`config.mk`:
```
export PLATFORM = sky130hd
export DESIGN_NAME = apu
export DESIGN_NICKNAME = d
export VERILOG_FILES = /design/src/logic/apu_reg_pkg.sv /design/src/logic/apu_timing_pkg.sv /design/src/logic/triangle_ctrl_if.sv /design/src/logic/mem_map_registers.sv /design/src/logic/frame_counter.sv /design/src/logic/triangle_channel.sv /design/src/logic/apu.sv
export SDC_FILE = /design/constraint.sdc
export NUM_CORES = 1
export LEC_CHECK = 0
export ABC_AREA = 0
export BUFFER_PORTS_ARGS = -buffer_cell sky130_fd_sc_hd__buf_4
export CAP_MARGIN = 0
export CORE_MARGIN = 2
export CORE_UTILIZATION = 60
export CTS_BUF_LIST = sky130_fd_sc_hd__clkbuf_4 sky130_fd_sc_hd__clkbuf_8
export CTS_CLUSTER_DIAMETER = 40
export CTS_CLUSTER_SIZE = 14
export DETAILED_ROUTE_END_ITERATION = 12
export PLACE_DENSITY = 0.8
export SLEW_MARGIN = 20
export SYNTH_ARGS = -nofsm -noshare
export SYNTH_HDL_FRONTEND = slang
export SYNTH_SLANG_ARGS = --single-unit
export TNS_END_PERCENT = 5
```
`constraint.sdc`:
```
create_clock -name clk -period 2.7 [get_ports clk]
set_input_delay 0.135 -clock clk [delete_from_list [all_inputs] [get_ports clk]]
set_output_delay 0.135 -clock clk [all_outputs]
set_load 0.1 [all_outputs]
```
`src/logic/apu_reg_pkg.sv`:
```
package apu_reg_pkg;

  // CPU window 0x4000 to 0x4017
  localparam logic [15:0] reg_base = 16'h4000;
  localparam int reg_count = 24;

  typedef logic [4:0] reg_index_t;
  typedef logic [reg_count-1:0][7:0] reg_array_t;

  typedef struct packed {
    logic [6:0]  linear_load_data;
    logic        length_halt;
    logic [10:0] timer_load_data;
    logic [4:0]  length_load_data;
  } triangle_t;

  // Bit order as in 0x4015
  typedef struct packed {
    logic dmc_en;
    logic noise_en;
    logic triangle_en;
    logic pulse2_en;
    logic pulse1_en;
  } status_t;

  typedef struct packed {
    logic mode;
    logic inhibit_interrupt;
  } frame_counter_t;

  localparam reg_index_t tri_linear_idx = 5'd8;
  localparam reg_index_t tri_timer_lo_idx = 5'd10;
  localparam reg_index_t tri_timer_hi_idx = 5'd11;
  localparam reg_index_t status_idx = 5'd21;
  localparam reg_index_t frame_idx = 5'd23;

  function automatic triangle_t get_triangle_signals(input reg_array_t regs);
    triangle_t result;
    result.linear_load_data = regs[tri_linear_idx][6:0];
    result.length_halt = regs[tri_linear_idx][7];
    result.timer_load_data = {regs[tri_timer_hi_idx][2:0], regs[tri_timer_lo_idx]};
    result.length_load_data = regs[tri_timer_hi_idx][7:3];
    return result;
  endfunction

  function automatic status_t get_status_signals(input reg_array_t regs);
    return status_t'(regs[status_idx][4:0]);
  endfunction

  function automatic frame_counter_t get_frame_counter_signals(input reg_array_t regs);
    return frame_counter_t'(regs[frame_idx][7:6]);
  endfunction

endpackage

```
`src/logic/apu_timing_pkg.sv`:
```
package apu_timing_pkg;

  // Frame sequencer boundaries in cpu_clk_en pulses
  localparam logic [14:0] step1 = 15'd3729;
  localparam logic [14:0] step2 = 15'd7457;
  localparam logic [14:0] step3 = 15'd11186;
  localparam logic [14:0] step4 = 15'd14915;
  localparam logic [14:0] step5 = 15'd18641;

  // Length counter load values, indexed by the 5-bit field of 0x400B
  localparam logic [7:0] length_table [32] = '{
    8'd10,  8'd254, 8'd20,  8'd2,
    8'd40,  8'd4,   8'd80,  8'd6,
    8'd160, 8'd8,   8'd60,  8'd10,
    8'd14,  8'd12,  8'd26,  8'd14,
    8'd12,  8'd16,  8'd24,  8'd18,
    8'd48,  8'd20,  8'd96,  8'd22,
    8'd192, 8'd24,  8'd72,  8'd26,
    8'd16,  8'd28,  8'd32,  8'd30
  };

  function automatic logic [7:0] length_lookup(input logic [4:0] index);
    return length_table[index];
  endfunction

  // Falling half then rising half
  function automatic logic [3:0] tri_sequence(input logic [4:0] step);
    if (step[4]) begin
      return step[3:0];
    end
    return ~step[3:0];
  endfunction

endpackage

```
`src/logic/triangle_ctrl_if.sv`:
```
`timescale 1ns/100ps

interface triangle_ctrl_if;
  import apu_reg_pkg::*;

  triangle_t fields;
  logic enable;
  logic linear_load;
  logic length_load;
  logic length_active;

  modport regs (
    output fields,
    output enable,
    output linear_load,
    output length_load,
    input  length_active
  );

  modport channel (
    input  fields,
    input  enable,
    input  linear_load,
    input  length_load,
    output length_active
  );

endinterface

```
`src/logic/mem_map_registers.sv`:
```
`timescale 1ns/100ps

module mem_map_registers (
  input  logic clk,
  input  logic rst,
  input  logic wb_cyc,
  input  logic wb_stb,
  input  logic wb_we,
  input  logic [15:0] wb_adr,
  input  logic [7:0] wb_dat_w,
  output logic [7:0] wb_dat_r,
  output logic wb_ack,
  triangle_ctrl_if.regs tri_ctrl,
  output apu_reg_pkg::frame_counter_t frame_cfg,
  output logic frame_load,
  output logic irq_clear,
  input  logic irq
);
  import apu_reg_pkg::*;

  reg_array_t regs;
  logic [reg_count-1:0] reg_update;
  reg_index_t idx;
  logic in_window;
  logic request;
  logic status_read;
  status_t status;
  logic [7:0] status_byte;

  // A strobe counts once, the ack cycle masks it
  assign request = wb_cyc && wb_stb && !wb_ack;

  assign in_window = (wb_adr >= reg_base) && (wb_adr < reg_base + 16'(reg_count));
  assign idx = reg_index_t'(wb_adr - reg_base);
  assign status_read = request && !wb_we && in_window && (idx == status_idx);

  always_ff @(posedge clk) begin
    if (rst) begin
      wb_ack <= 1'b0;
      irq_clear <= 1'b0;
      reg_update <= '0;
      regs <= '0;
    end else begin
      wb_ack <= request;
      irq_clear <= status_read;
      reg_update <= '0;
      // Writes outside the window are acked and dropped
      if (request && wb_we && in_window) begin
        regs[idx] <= wb_dat_w;
        reg_update[idx] <= 1'b1;
      end
    end
  end

  // Only the triangle and frame interrupt bits exist
  always_comb begin
    status_byte = 8'h00;
    status_byte[2] = tri_ctrl.length_active;
    status_byte[6] = irq;
  end

  always_ff @(posedge clk) begin
    wb_dat_r <= status_read ? status_byte : 8'h00;
  end

  assign status = get_status_signals(regs);

  assign tri_ctrl.fields = get_triangle_signals(regs);
  assign tri_ctrl.enable = status.triangle_en;
  // 0x4008 and 0x400B both arm the linear reload
  assign tri_ctrl.linear_load = reg_update[tri_linear_idx] | reg_update[tri_timer_hi_idx];
  assign tri_ctrl.length_load = reg_update[tri_timer_hi_idx];

  assign frame_cfg = get_frame_counter_signals(regs);
  assign frame_load = reg_update[frame_idx];

endmodule

```
`src/logic/frame_counter.sv`:
```
`timescale 1ns/100ps

module frame_counter (
  input  logic clk,
  input  logic rst,
  input  logic cpu_clk_en,
  input  apu_reg_pkg::frame_counter_t frame_cfg,
  input  logic frame_load,
  input  logic irq_clear,
  output logic quarter_clk_en,
  output logic half_clk_en,
  output logic irq
);
  import apu_timing_pkg::*;

  logic [14:0] count;
  logic at_step1;
  logic at_step2;
  logic at_step3;
  logic at_step4;
  logic at_step5;
  logic last_step;
  logic quarter_hit;
  logic half_hit;
  logic irq_hit;

  always_comb begin
    at_step1 = (count == step1);
    at_step2 = (count == step2);
    at_step3 = (count == step3);
    at_step4 = (count == step4);
    at_step5 = (count == step5);

    // Mode 1 runs one extra step before wrapping
    last_step = frame_cfg.mode ? (count >= step5) : (count >= step4);

    quarter_hit = cpu_clk_en && (at_step1 || at_step2 || at_step3 || at_step4 || at_step5);
    half_hit = cpu_clk_en && (at_step2 || (frame_cfg.mode ? at_step5 : at_step4));
    irq_hit = cpu_clk_en && at_step4 && !frame_cfg.mode &&
              !frame_cfg.inhibit_interrupt && !frame_load;
  end

  always_ff @(posedge clk) begin
    if (rst) begin
      count <= '0;
      quarter_clk_en <= 1'b0;
      half_clk_en <= 1'b0;
    end else begin
      quarter_clk_en <= 1'b0;
      half_clk_en <= 1'b0;
      if (frame_load) begin
        count <= '0;
        // Five-step mode clocks the units right away
        quarter_clk_en <= frame_cfg.mode;
        half_clk_en <= frame_cfg.mode;
      end else if (cpu_clk_en) begin
        count <= last_step ? 15'd0 : count + 15'd1;
        quarter_clk_en <= quarter_hit;
        half_clk_en <= half_hit;
      end
    end
  end

  // Interrupt flag, set at step4 of the four-step sequence
  always_ff @(posedge clk) begin
    if (rst) begin
      irq <= 1'b0;
    end else if (irq_hit) begin
      irq <= 1'b1;
    end else if (irq_clear || frame_cfg.inhibit_interrupt) begin
      irq <= 1'b0;
    end
  end

endmodule

```
`src/logic/triangle_channel.sv`:
```
`timescale 1ns/100ps

module triangle_channel (
  input  logic clk,
  input  logic rst,
  input  logic cpu_clk_en,
  input  logic quarter_clk_en,
  input  logic half_clk_en,
  triangle_ctrl_if.channel tri_ctrl,
  output logic [3:0] wave
);
  import apu_reg_pkg::*;
  import apu_timing_pkg::*;

  triangle_t fields;
  logic [10:0] timer;
  logic timer_zero;
  logic [6:0] linear_count;
  logic linear_reload;
  logic [7:0] length_count;
  logic [4:0] step;
  logic seq_advance;

  assign fields = tri_ctrl.fields;
  assign timer_zero = (timer == 11'd0);

  // Sequencer only moves while both gates are open
  assign seq_advance = cpu_clk_en && timer_zero &&
                       (linear_count != 7'd0) && (length_count != 8'd0);

  always_ff @(posedge clk) begin
    if (rst) begin
      timer <= '0;
    end else if (cpu_clk_en) begin
      if (timer_zero) begin
        timer <= fields.timer_load_data;
      end else begin
        timer <= timer - 11'd1;
      end
    end
  end

  // Reload flag is armed by register writes
  always_ff @(posedge clk) begin
    if (rst) begin
      linear_reload <= 1'b0;
    end else if (tri_ctrl.linear_load) begin
      linear_reload <= 1'b1;
    end else if (quarter_clk_en && !fields.length_halt) begin
      linear_reload <= 1'b0;
    end
  end

  always_ff @(posedge clk) begin
    if (rst) begin
      linear_count <= '0;
    end else if (quarter_clk_en) begin
      if (linear_reload) begin
        linear_count <= fields.linear_load_data;
      end else if (linear_count != 7'd0) begin
        linear_count <= linear_count - 7'd1;
      end
    end
  end

  // Disabled channel holds length at zero
  always_ff @(posedge clk) begin
    if (rst) begin
      length_count <= '0;
    end else if (!tri_ctrl.enable) begin
      length_count <= '0;
    end else if (tri_ctrl.length_load) begin
      length_count <= length_lookup(fields.length_load_data);
    end else if (half_clk_en && !fields.length_halt && (length_count != 8'd0)) begin
      length_count <= length_count - 8'd1;
    end
  end

  assign tri_ctrl.length_active = (length_count != 8'd0);

  always_ff @(posedge clk) begin
    if (rst) begin
      step <= '0;
    end else if (seq_advance) begin
      step <= step + 5'd1;
    end
  end

  // Output lags the step by one cycle
  always_ff @(posedge clk) begin
    if (rst) begin
      wave <= 4'd15;
    end else begin
      wave <= tri_sequence(step);
    end
  end

endmodule

```
`src/logic/apu.sv`:
```
`timescale 1ns/100ps

module apu (
  input  logic clk,
  input  logic rst,
  input  logic cpu_clk_en,
  input  logic wb_cyc,
  input  logic wb_stb,
  input  logic wb_we,
  input  logic [15:0] wb_adr,
  input  logic [7:0] wb_dat_w,
  output logic [7:0] wb_dat_r,
  output logic wb_ack,
  output logic [3:0] wave,
  output logic irq
);
  import apu_reg_pkg::*;

  frame_counter_t frame_cfg;
  logic frame_load;
  logic irq_clear;
  logic quarter_clk_en;
  logic half_clk_en;

  triangle_ctrl_if tri_ctrl ();

  mem_map_registers mm_reg (
    .clk,
    .rst,
    .wb_cyc,
    .wb_stb,
    .wb_we,
    .wb_adr,
    .wb_dat_w,
    .wb_dat_r,
    .wb_ack,
    .tri_ctrl(tri_ctrl.regs),
    .frame_cfg,
    .frame_load,
    .irq_clear,
    .irq
  );

  frame_counter fc (
    .clk,
    .rst,
    .cpu_clk_en,
    .frame_cfg,
    .frame_load,
    .irq_clear,
    .quarter_clk_en,
    .half_clk_en,
    .irq
  );

  triangle_channel tc (
    .clk,
    .rst,
    .cpu_clk_en,
    .quarter_clk_en,
    .half_clk_en,
    .tri_ctrl(tri_ctrl.channel),
    .wave
  );

endmodule

```
# == Yosys cells after proc, flatten, opt, wreduce, memory -nomap -nowiden ==
# Memory sizes are Yosys's and may differ from the RTL's.
# Cells that the tools add are included.
# op_classes
addsub,6
order_cmp,7
eq_ne,6
n_mux,27
bitwise_logic,5
reduce_logical,44
# ops
operator,count
bitwise mux 192 bit,1
demux 8 bit (select 5 bit),1
2-to-1 mux 8 bit,5
"== test 15 x 14 -> 1 bit, second input constant",2
logical AND 1 bit,21
">= comparator 16 x 15 -> 1 bit, second input constant",1
"< comparator 16 x 15 -> 1 bit, second input constant",1
"adder 15 x 1 -> 15 bit, second input constant",1
"== test 15 x 12 -> 1 bit, second input constant",1
"== test 15 x 13 -> 1 bit, second input constant",1
"== test 15 bit, second input constant",1
">= comparator 15 x 14 -> 1 bit, second input constant",1
">= comparator 15 bit, second input constant",1
2-to-1 mux 15 bit,1
2-to-1 mux 7 bit,2
2-to-1 mux 1 bit,13
zero test 11 bit,1
2-to-1 mux 11 bit,1
"subtractor 11 x 1 -> 11 bit, second input constant",1
2-to-1 mux 4 bit,2
nonzero test 2 bit,4
nonzero test 8 bit,1
"subtractor 8 x 1 -> 8 bit, second input constant",1
nonzero test 7 bit,1
16 further kinds,29
# word_totals
register_bits,274
mem_bits_ro,256
in_bits,30
out_inout_bits,14
wordCells,134
mem_count,1
# memory_table
memory,depth,width,rd,rd_ports_with_merged_regs,wr,line,text
(name not given),32,8,1,0,0,apu_timing_pkg.sv:23,return length_table[index];

# == Longest topological paths before layout ==
# Gate-level depths: netlist (run 1).
# logic_depth
depth_word,8
depth_mapped,8
depth_no_buf,7

# == Hierarchy ==
# Synthesis (run 1) repeated with hierarchy kept, for this count alone.
# hier_totals
hier_cells,573
area_unflattened_um2,5063.6
# by_module_without_submodules
mod,n_inst,cells_per_inst,area_per_inst_um2,seq_area_each_um2
triangle_channel,1,294,2484.9,720.7
mem_map_registers,1,146,1519.0,680.7
frame_counter,1,133,1059.8,360.3

# == Least setup slack after synthesis (run 1) ==
# No wires, ideal clock.
# synth_path
path_kind,flip-flop to flip-flop
startpoint,reg mm_reg.wb_ack
endpoint,"reg mm_reg.regs, in the netlist mm_reg.tri_ctrl.fields[0]"
setup_time_ns,0.132
t_arrival_ns,1.805
t_required_ns,2.568
slack_ns,0.763
stages_incl_launch_ff,6
path_buffers,0
synth_period_minus_slack_ns,1.937
path_cell_list,dfxtp_1 -> nand3b_1 -> nor3b_1 -> nand3_1 -> nand2_1 -> a21oi_1
# synth_via
elab_chain_len,4
# synth_lines
element,line,text
from (decl),mem_map_registers.sv:12,"output logic wb_ack,"
from (signal assigned),mem_map_registers.sv:44,wb_ack <= request;
zero test 1 bit,mem_map_registers.sv:31,assign request = wb_cyc && wb_stb && !wb_ack;
logical AND 1 bit,mem_map_registers.sv:31,
logical AND 1 bit (2 in series),mem_map_registers.sv:48,if (request && wb_we && in_window) begin
"to (signal, indexed assignment)",mem_map_registers.sv:49,regs[idx] <= wb_dat_w;
to (decl),mem_map_registers.sv:21,reg_array_t regs;
# No other way between the ends.
# A chain may end at the register's enable or synchronous reset.

# == Final worst setup path (run 1) ==
# layout_path
startpoint,reg tc.timer[0]
endpoint,reg tc.step[3]
# layout_via
elab_chain_len,4
# layout_lines
element,line,text
from (decl),triangle_channel.sv:16,logic [10:0] timer;
from (signal assigned),triangle_channel.sv:36,timer <= fields.timer_load_data;
from (signal assigned),triangle_channel.sv:38,timer <= timer - 11'd1;
zero test 11 bit,triangle_channel.sv:25,assign timer_zero = (timer == 11'd0);
logical AND 1 bit (2 in series),triangle_channel.sv:28,assign seq_advance = cpu_clk_en && timer_zero &&
logical AND 1 bit,triangle_channel.sv:29,(linear_count != 7'd0) && (length_count != 8'd0);
to (signal assigned),triangle_channel.sv:85,step <= step + 5'd1;
to (decl),triangle_channel.sv:21,logic [4:0] step;
# No other way between the ends.

==> results of run 1 <==
==> critical path, delay by kind of cell, from the launching register on <==
family / cells / cell delay (ns)
DFF: 1 / 0.36
buffers and inverters: 1 / 0.09
AOI/OAI and AO/OA: 1 / 0.15
and+or+nand+nor: 4 / 1.38
adders and majority gates: 1 / 0.15
==> sequential cells by signal, summed over array words and instances (netlist names) <==
| signal | flops |
|---|---|
| mm_reg.tri_ctrl.fields | 24 |
| mm_reg.wb_ack | 1 |
| tc.length_count | 8 |
| fc.count | 15 |
| mm_reg.wb_dat_r | 2 |
| mm_reg.tri_ctrl.enable | 1 |
| mm_reg.irq_clear | 1 |
| fc.half_clk_en | 1 |
| tc.linear_count | 7 |
| tc.step | 5 |
| fc.irq | 1 |
| fc.quarter_clk_en | 1 |
| tc.linear_reload | 1 |
| tc.wave | 4 |
| mm_reg.reg_update | 3 |
| tc.timer | 11 |
| mm_reg.frame_cfg | 2 |
==> metal layers <==
metal / part of all wire (%) / wire [um]
met1: 47 / 5090
met2: 46 / 5020
met3: 5.4 / 584
met4: 1.2 / 133
met5: 0 / 0
==> cell usage after synthesis, drive strengths merged, types with 10 or more instances <==
library cell and number:
nor3 13, inv 25, and3 13, nor2 47, buf 15, dfxtp 88, nand3 42, nand2 76
a21oi 51, ha 16, xor2 16, clkbuf 23, o21ai 30, nand4 10
==> report_power, final <==
part	total, mW	internal [mW]	switching (mW)
registers	1.46	1.36	0.0951
clock network	0.914	0.441	0.473
logic	0.803	0.342	0.460
total	3.18	2.15	1.03
==> logic make-up (layout without fill, tap and decap cells) <==
| logic type | Yosys count | in the layout | synth area share (%) |
|---|---|---|---|
| compound gates | 133 | 133 | 17.3 |
| xor+xnor | 23 | 23 | 4.19 |
| fa+ha+maj | 16 | 16 | 4.16 |
| buf+inv | 64 | 82 | 6.29 |
| flops | 88 | 88 | 36.6 |
| mux | 9 | 9 | 1.98 |
| other cells | 1 | 6 | 0.0779 |
| simple gates | 263 | 263 | 29.4 |
==> per-stage QoR <==
stage | instance area (um^2) | hold WS (ns)
floorplan | 4830 | 0.275
global placement | 5070 | 0.417
detailed placement | 5070 | 0.419
CTS | 5270 | 0.0562
global route | 5270 | 0.0529
finish | 5270 | 0.0634
==> final timing paths <==
kind	to
setup / recovery	tc.step[3]
hold / removal	mm_reg.tri_ctrl.fields[14]
setup reg to reg	tc.step[3]
hold reg to reg	fc.irq
==> cell type report <==
| class | count | share of cell area (%) |
|---|---|---|
| well taps | 102 | 2.42 |
| clock inverters | 6 | 1.31 |
| repair buffers | 41 | 5.84 |
| multi-input cells | 450 | 52.7 |
| clock buffers | 10 | 2.49 |
| flip-flops and latches | 88 | 33.4 |
| inverters | 25 | 1.78 |
==> impl_metrics.xml, run 1 <==
<?xml version="1.0" encoding="UTF-8"?>
<metrics>
  <group name="layout">
    <metric name="syn_to_final_growth" unit="%">9.44</metric>
    <metric name="seqCellArea" unit="um^2">1760</metric>
    <metric name="most_common_cell_after_layout_fill_and_taps_aside" unit="">sky130_fd_sc_hd__dfxtp_1</metric>
    <metric name="mostFrequentLayoutCells" unit="">sky130_fd_sc_hd__dfxtp_1, sky130_fd_sc_hd__nand2_1, sky130_fd_sc_hd__a21oi_1</metric>
    <metric name="multi_input_area" unit="um^2">2780</metric>
    <metric name="finalNetCount" unit="">661</metric>
    <metric name="postLayoutCoreUtil" unit="%">67.8</metric>
    <metric name="final_layout_size_suffix_gt1_share" unit="%">12.9</metric>
    <metric name="number_of_standard_cells_in_the_layout_taps_in_and_fillers_out" unit="">722</metric>
    <metric name="fillCellCount" unit="">657</metric>
    <metric name="antenna-diode-count" unit="">0</metric>
  </group>
  <group name="power">
    <metric name="post-layout-total-power" unit="mW">3.18</metric>
    <metric name="total_leakage_power" unit="nW">1.94</metric>
    <metric name="vdd_drop_max" unit="V">0.000554</metric>
    <metric name="power.density_cell_area" unit="nW/um^2">603</metric>
  </group>
  <group name="setup_path">
    <metric name="worst-path-max-fanout" unit="">10</metric>
    <metric name="critical_path.reg2reg.startpoint" unit="">tc.timer[0]</metric>
    <metric name="r2r.worst_path.cells" unit="">7</metric>
    <metric name="kind_of_critical_path" unit="">reg2reg</metric>
    <metric name="critical-path-slowest-cell" unit="">sky130_fd_sc_hd__or4_1</metric>
    <metric name="critPathCaptureType" unit="">flop</metric>
    <metric name="r2r_slack" unit="ns">0.50</metric>
    <metric name="critPathMaxStageDelay" unit="ns">0.51</metric>
    <metric name="timing.critical_path.from_type" unit="">flop</metric>
    <metric name="worst-endpoint-arrival" unit="ns">2.49</metric>
    <metric name="cp.required" unit="ns">2.99</metric>
    <metric name="startpoint" unit="">tc.timer[0]</metric>
    <metric name="worstPathCellList" unit="">inv_1 &gt; ha_1 &gt; nor4b_4 &gt; and3_1 &gt; nand4_4 &gt; or4_1 &gt; a21oi_1</metric>
  </group>
  <group name="synthesis">
    <metric name="yosys.cell_types.count" unit="">77</metric>
    <metric name="synth_enable_flop_cells" unit="">0</metric>
    <metric name="post_synthesis_area_per_instance" unit="um^2">8.06</metric>
    <metric name="synth_cells" unit="">597</metric>
    <metric name="synthFlopType" unit="">sky130_fd_sc_hd__dfxtp_1</metric>
    <metric name="synth.cell_area" unit="um^2">4810</metric>
    <metric name="synth_async_sr_flop_share" unit="%">0</metric>
    <metric name="yosysWarnings" unit="">0</metric>
    <metric name="synth_area_leader_cell" unit="">sky130_fd_sc_hd__dfxtp_1</metric>
    <metric name="flip_flop_and_latch_count_after_synthesis" unit="">88</metric>
    <metric name="post_synth_main_area_contributors" unit="">sky130_fd_sc_hd__dfxtp_1, sky130_fd_sc_hd__nand2_1, sky130_fd_sc_hd__a21oi_1, sky130_fd_sc_hd__nand3_1, sky130_fd_sc_hd__ha_1</metric>
    <metric name="synth_top_area_share" unit="%">36.6</metric>
    <metric name="synth_seq_area_share" unit="%">36.6</metric>
  </group>
  <group name="sta">
    <metric name="rsz0062_at_grt" unit="">false</metric>
    <metric name="fmax" unit="GHz">0.455</metric>
    <metric name="final-hold-violation-count" unit="">0</metric>
    <metric name="post-route-min-period" unit="ns">2.20</metric>
    <metric name="slew_limit_fails" unit="">0</metric>
    <metric name="finalSetupViolations" unit="">0</metric>
    <metric name="min_period_over_period" unit="%">81.5</metric>
    <metric name="tightest_slew" unit="ns">0.636</metric>
    <metric name="timing.setup.tns" unit="ns">0</metric>
    <metric name="skew" unit="ns">0.0119</metric>
    <metric name="max_transition_margin" unit="%">57.2</metric>
    <metric name="layout_setup_ws" unit="ns">0.500</metric>
  </group>
  <group name="detailed_routing">
    <metric name="first_iter_violations" unit="">275</metric>
    <metric name="detail_route.vias_per_cell" unit="">5.97</metric>
    <metric name="number_of_routed_nets_with_antenna_violations" unit="">0</metric>
    <metric name="detail_route.first_pass.iterations" unit="">5</metric>
    <metric name="detail_route.wirelength" unit="mm">10.8</metric>
    <metric name="wire_per_inst" unit="um">15.0</metric>
    <metric name="drc" unit="">0</metric>
    <metric name="dr_total_vias" unit="">4313</metric>
  </group>
  <group name="grt">
    <metric name="grt_most_used_layer" unit="">met2</metric>
    <metric name="globalRoute.totalOverflow" unit="">0</metric>
    <metric name="grt_antenna_before_repair" unit="">0</metric>
    <metric name="first_global_vias" unit="">3918</metric>
    <metric name="gr-usage-met1" unit="%">34.7</metric>
    <metric name="grtUsageMet3" unit="%">4.27</metric>
    <metric name="grt_start_max_net_pins" unit="">54</metric>
    <metric name="grt_first_pass_wirelength" unit="mm">17.9</metric>
    <metric name="grt.met2_usage" unit="%">40.3</metric>
    <metric name="grt_usage" unit="%">25.0</metric>
  </group>
  <group name="floorplan">
    <metric name="fp.dieW" unit="um">93.6</metric>
    <metric name="dieArea" unit="um^2">8750</metric>
    <metric name="io_pins" unit="">44</metric>
    <metric name="coreArea" unit="um^2">7770</metric>
    <metric name="initial_core_util" unit="%">62.0</metric>
    <metric name="floorplan.die.height" unit="um">93.6</metric>
    <metric name="placementRows" unit="">32</metric>
  </group>
  <group name="hold_path">
    <metric name="worst_min_path_start" unit="">wb_dat_w[1]</metric>
    <metric name="holdPathStages" unit="">3</metric>
    <metric name="worst_hold_path_class" unit="">in2reg</metric>
  </group>
  <group name="clock_tree">
    <metric name="clockBufferDepth" unit="">2</metric>
    <metric name="insertion_delay" unit="ns">0.35</metric>
    <metric name="post_cts_setup_bufs" unit="">0</metric>
    <metric name="ctsHtreeMaxLevel" unit="">3</metric>
    <metric name="clock_tree_from_tritoncts" unit="">built</metric>
    <metric name="cts_inserted_buffers" unit="">9</metric>
    <metric name="cts.repair.resized" unit="">0</metric>
    <metric name="clkTransAtPathRegs" unit="ns">0.09</metric>
    <metric name="cts_hold_repair.buffers" unit="">0</metric>
    <metric name="numClockSinks" unit="">88</metric>
    <metric name="cts_root_buf" unit="">sky130_fd_sc_hd__clkbuf_8</metric>
  </group>
  <group name="place">
    <metric name="numPlacedInstances" unit="">706</metric>
    <metric name="dpl.hpwl" unit="mm">7.76</metric>
    <metric name="pre_cts_slack" unit="ns">0.528</metric>
    <metric name="io_buffers" unit="">37</metric>
    <metric name="placer_congestion_estimate" unit="">0.858</metric>
  </group>
  <group name="outcome">
    <metric name="status" unit="">finished clean</metric>
  </group>
  <group name="run">
    <metric name="drv.max_cap_violation_count" unit="">0</metric>
  </group>
</metrics>
Note: power is estimated with default switching activity, not from simulation.
==> run 2: changes to the inputs <==
CORE_UTILIZATION = 56   (was 60)
PLACE_DENSITY = 0.79   (was 0.8)
clock period = 2 ns   (was 2.7 ns; I/O delays follow)
==> run 2 against run 1 <==
  * Final cell count grew 4.7%
  * Setup slack lost 0.42 ns
  * Critical path depth is the same
  * Highest routed layer unchanged
==> impl_metrics.xml, run 2 (synthesis results as in run 1) <==
<?xml version="1.0" encoding="UTF-8"?>
<metrics>
  <group name="setup_path">
    <metric name="worst-endpoint-arrival" unit="ns">2.21</metric>
    <metric name="worstPathCellList" unit="">ha_2 &gt; and4b_1 &gt; and4_4 &gt; or4_4 &gt; o211a_4 &gt; buf_12 &gt; a211oi_2</metric>
    <metric name="timing.critical_path.max_delay_family" unit="">simple AND/OR/NAND/NOR gates</metric>
    <metric name="kind_of_critical_path" unit="">reg2reg</metric>
    <metric name="critPathCaptureType" unit="">flop</metric>
    <metric name="critPathMaxStageDelay" unit="ns">0.54</metric>
    <metric name="worst-path-max-fanout" unit="">15</metric>
    <metric name="timing.critical_path.from_type" unit="">flop</metric>
    <metric name="cp.required" unit="ns">2.29</metric>
    <metric name="critPathBufInv" unit="">1</metric>
    <metric name="critical-path-slowest-cell" unit="">sky130_fd_sc_hd__or4_4</metric>
  </group>
  <group name="place">
    <metric name="pre_cts_slack" unit="ns">-0.0721</metric>
    <metric name="numPlacedInstances" unit="">736</metric>
    <metric name="dpl.hpwl" unit="mm">8.45</metric>
    <metric name="placer_congestion_estimate" unit="">1.02</metric>
    <metric name="io_buffers" unit="">37</metric>
  </group>
  <group name="detailed_routing">
    <metric name="wire_per_inst" unit="um">15.7</metric>
    <metric name="detail_route.vias_per_cell" unit="">6.01</metric>
    <metric name="drc" unit="">0</metric>
    <metric name="detail_route.wirelength" unit="mm">11.9</metric>
    <metric name="first_iter_violations" unit="">244</metric>
    <metric name="number_of_routed_nets_with_antenna_violations" unit="">0</metric>
    <metric name="detail_route.first_pass.iterations" unit="">5</metric>
    <metric name="dr_total_vias" unit="">4545</metric>
  </group>
  <group name="sta">
    <metric name="max_transition_margin" unit="%">65.6</metric>
    <metric name="fmax" unit="GHz">0.521</metric>
    <metric name="min_period_over_period" unit="%">95.9</metric>
    <metric name="timing.setup.tns" unit="ns">0</metric>
    <metric name="layout_setup_ws" unit="ns">0.0816</metric>
    <metric name="slew_limit_fails" unit="">0</metric>
    <metric name="post-route-min-period" unit="ns">1.92</metric>
    <metric name="final-hold-violation-count" unit="">0</metric>
    <metric name="skew" unit="ns">0.0122</metric>
    <metric name="finalSetupViolations" unit="">0</metric>
    <metric name="tightest_slew" unit="ns">0.512</metric>
    <metric name="rsz0062_at_grt" unit="">true</metric>
  </group>
  <group name="layout">
    <metric name="number_of_standard_cells_in_the_layout_taps_in_and_fillers_out" unit="">756</metric>
    <metric name="antenna-diode-count" unit="">0</metric>
    <metric name="postLayoutCoreUtil" unit="%">67.5</metric>
    <metric name="finalNetCount" unit="">692</metric>
    <metric name="multi_input_area" unit="um^2">2830</metric>
    <metric name="syn_to_final_growth" unit="%">15.8</metric>
    <metric name="final_layout_size_suffix_gt1_share" unit="%">18.7</metric>
    <metric name="largest_register_ff_count" unit="">24</metric>
    <metric name="most_common_cell_after_layout_fill_and_taps_aside" unit="">sky130_fd_sc_hd__dfxtp_1</metric>
    <metric name="fillCellCount" unit="">696</metric>
    <metric name="seqCellArea" unit="um^2">1770</metric>
    <metric name="mostFrequentLayoutCells" unit="">sky130_fd_sc_hd__dfxtp_1, sky130_fd_sc_hd__nand2_1, sky130_fd_sc_hd__buf_4</metric>
  </group>
  <group name="clock_tree">
    <metric name="cts_root_buf" unit="">sky130_fd_sc_hd__clkbuf_8</metric>
    <metric name="cts_inserted_buffers" unit="">9</metric>
    <metric name="ctsHtreeMaxLevel" unit="">3</metric>
    <metric name="numClockSinks" unit="">88</metric>
    <metric name="clkTransAtPathRegs" unit="ns">0.10</metric>
    <metric name="insertion_delay" unit="ns">0.37</metric>
    <metric name="clock_tree_from_tritoncts" unit="">built</metric>
    <metric name="clockBufferDepth" unit="">2</metric>
  </group>
  <group name="floorplan">
    <metric name="floorplan.die.height" unit="um">96.7</metric>
    <metric name="coreArea" unit="um^2">8260</metric>
    <metric name="io_pins" unit="">44</metric>
    <metric name="placementRows" unit="">33</metric>
    <metric name="dieArea" unit="um^2">9350</metric>
    <metric name="initial_core_util" unit="%">58.3</metric>
    <metric name="fp.dieW" unit="um">96.7</metric>
  </group>
  <group name="grt">
    <metric name="grt_antenna_before_repair" unit="">0</metric>
    <metric name="globalRoute.totalOverflow" unit="">0</metric>
    <metric name="grt_first_pass_wirelength" unit="mm">19.9</metric>
    <metric name="grt_usage" unit="%">25.1</metric>
    <metric name="first_global_vias" unit="">4291</metric>
    <metric name="grt_start_max_net_pins" unit="">32</metric>
  </group>
  <group name="power">
    <metric name="post-layout-total-power" unit="mW">4.55</metric>
    <metric name="vdd_drop_max" unit="V">0.000711</metric>
    <metric name="power.density_cell_area" unit="nW/um^2">816</metric>
    <metric name="total_leakage_power" unit="nW">2.12</metric>
  </group>
  <group name="hold_path">
    <metric name="worst_hold_path_class" unit="">in2reg</metric>
  </group>
  <group name="run">
    <metric name="drv.max_cap_violation_count" unit="">0</metric>
  </group>
  <group name="outcome">
    <metric name="status" unit="">finished clean</metric>
  </group>
</metrics>
## run 2: changes by cell type in the layout (fill, tap and decap cells not counted), sizes merged
cell / delta
clkinv: +3
dlygate4sd3: +1
buf: +30
bufinv: -1
inv: +1
clkinvlp: -3
## run 2: stage by stage
step           cell area (um^2)  hold WS, ns
3_3_place_gp               5290        0.395
4_1_cts                    5500      0.00900
3_5_place_dp               5290        0.401
2_1_floorplan              4830        0.240
5_1_grt                    5570       0.0232
6_report                   5570       0.0111
## run 2: worst reg2reg max path: stages, from the launching register on
cell and delay (ns):
sky130_fd_sc_hd__dfxtp_2 0.33, sky130_fd_sc_hd__ha_2 0.18, sky130_fd_sc_hd__and4b_1 0.17, sky130_fd_sc_hd__and4_4 0.19, sky130_fd_sc_hd__or4_4 0.54, sky130_fd_sc_hd__o211a_4 0.17, sky130_fd_sc_hd__buf_12 0.15, sky130_fd_sc_hd__a211oi_2 0.13
## run 2: area by class of cell
| class | instances | share of cell area [%] |
|---|---|---|
| multi-input combinational | 450 | 50.8 |
| sequential | 88 | 31.7 |
| timing repair buffer | 72 | 10.3 |
| clock buffer | 10 | 2.36 |
| tap | 105 | 2.36 |
| inverter | 25 | 1.68 |
| clock inverter | 6 | 0.920 |
## run 2: worst paths after layout
| kind | startpoint | endpoint | slack [ns] | depth (start not counted) |
|---|---|---|---|---|
| worst max-delay path | fc.count[0] | fc.count[1] | 0.08 | 7 |
| worst min-delay path | wb_dat_w[4] | mm_reg.tri_ctrl.fields[9] | 0.01 | 3 |
| worst max register to register | fc.count[0] | fc.count[1] | 0.08 | 7 |
| worst min register to register | mm_reg.frame_cfg[0] | fc.irq | 0.44 | 1 |
## run 2: layer usage
metal	track usage [%]	share of wire, %	vias up
li1	-	-	2219
met4	9.43	1.6	0
met3	3.61	6.3	20
met2	41.0	47	167
met1	33.6	45	2139
met5	0	0	-
## run 2: report_power, final
group          internal, mW  switching [mW]  leakage (nW)  total (mW)
registers              1.84           0.116         0.712        1.96
clock network         0.481           0.687        0.0909        1.17
logic                 0.661           0.757          1.31        1.42
## run 2: repair_timing
item                                   CTS  global route
hold buffers                             1             0
cloned                                   0             0
setup endpoints to repair               15            21
resized for setup                        0            22
pin swaps                                1             4
endpoints found under the hold margin    1             0
setup buffers                            1             2
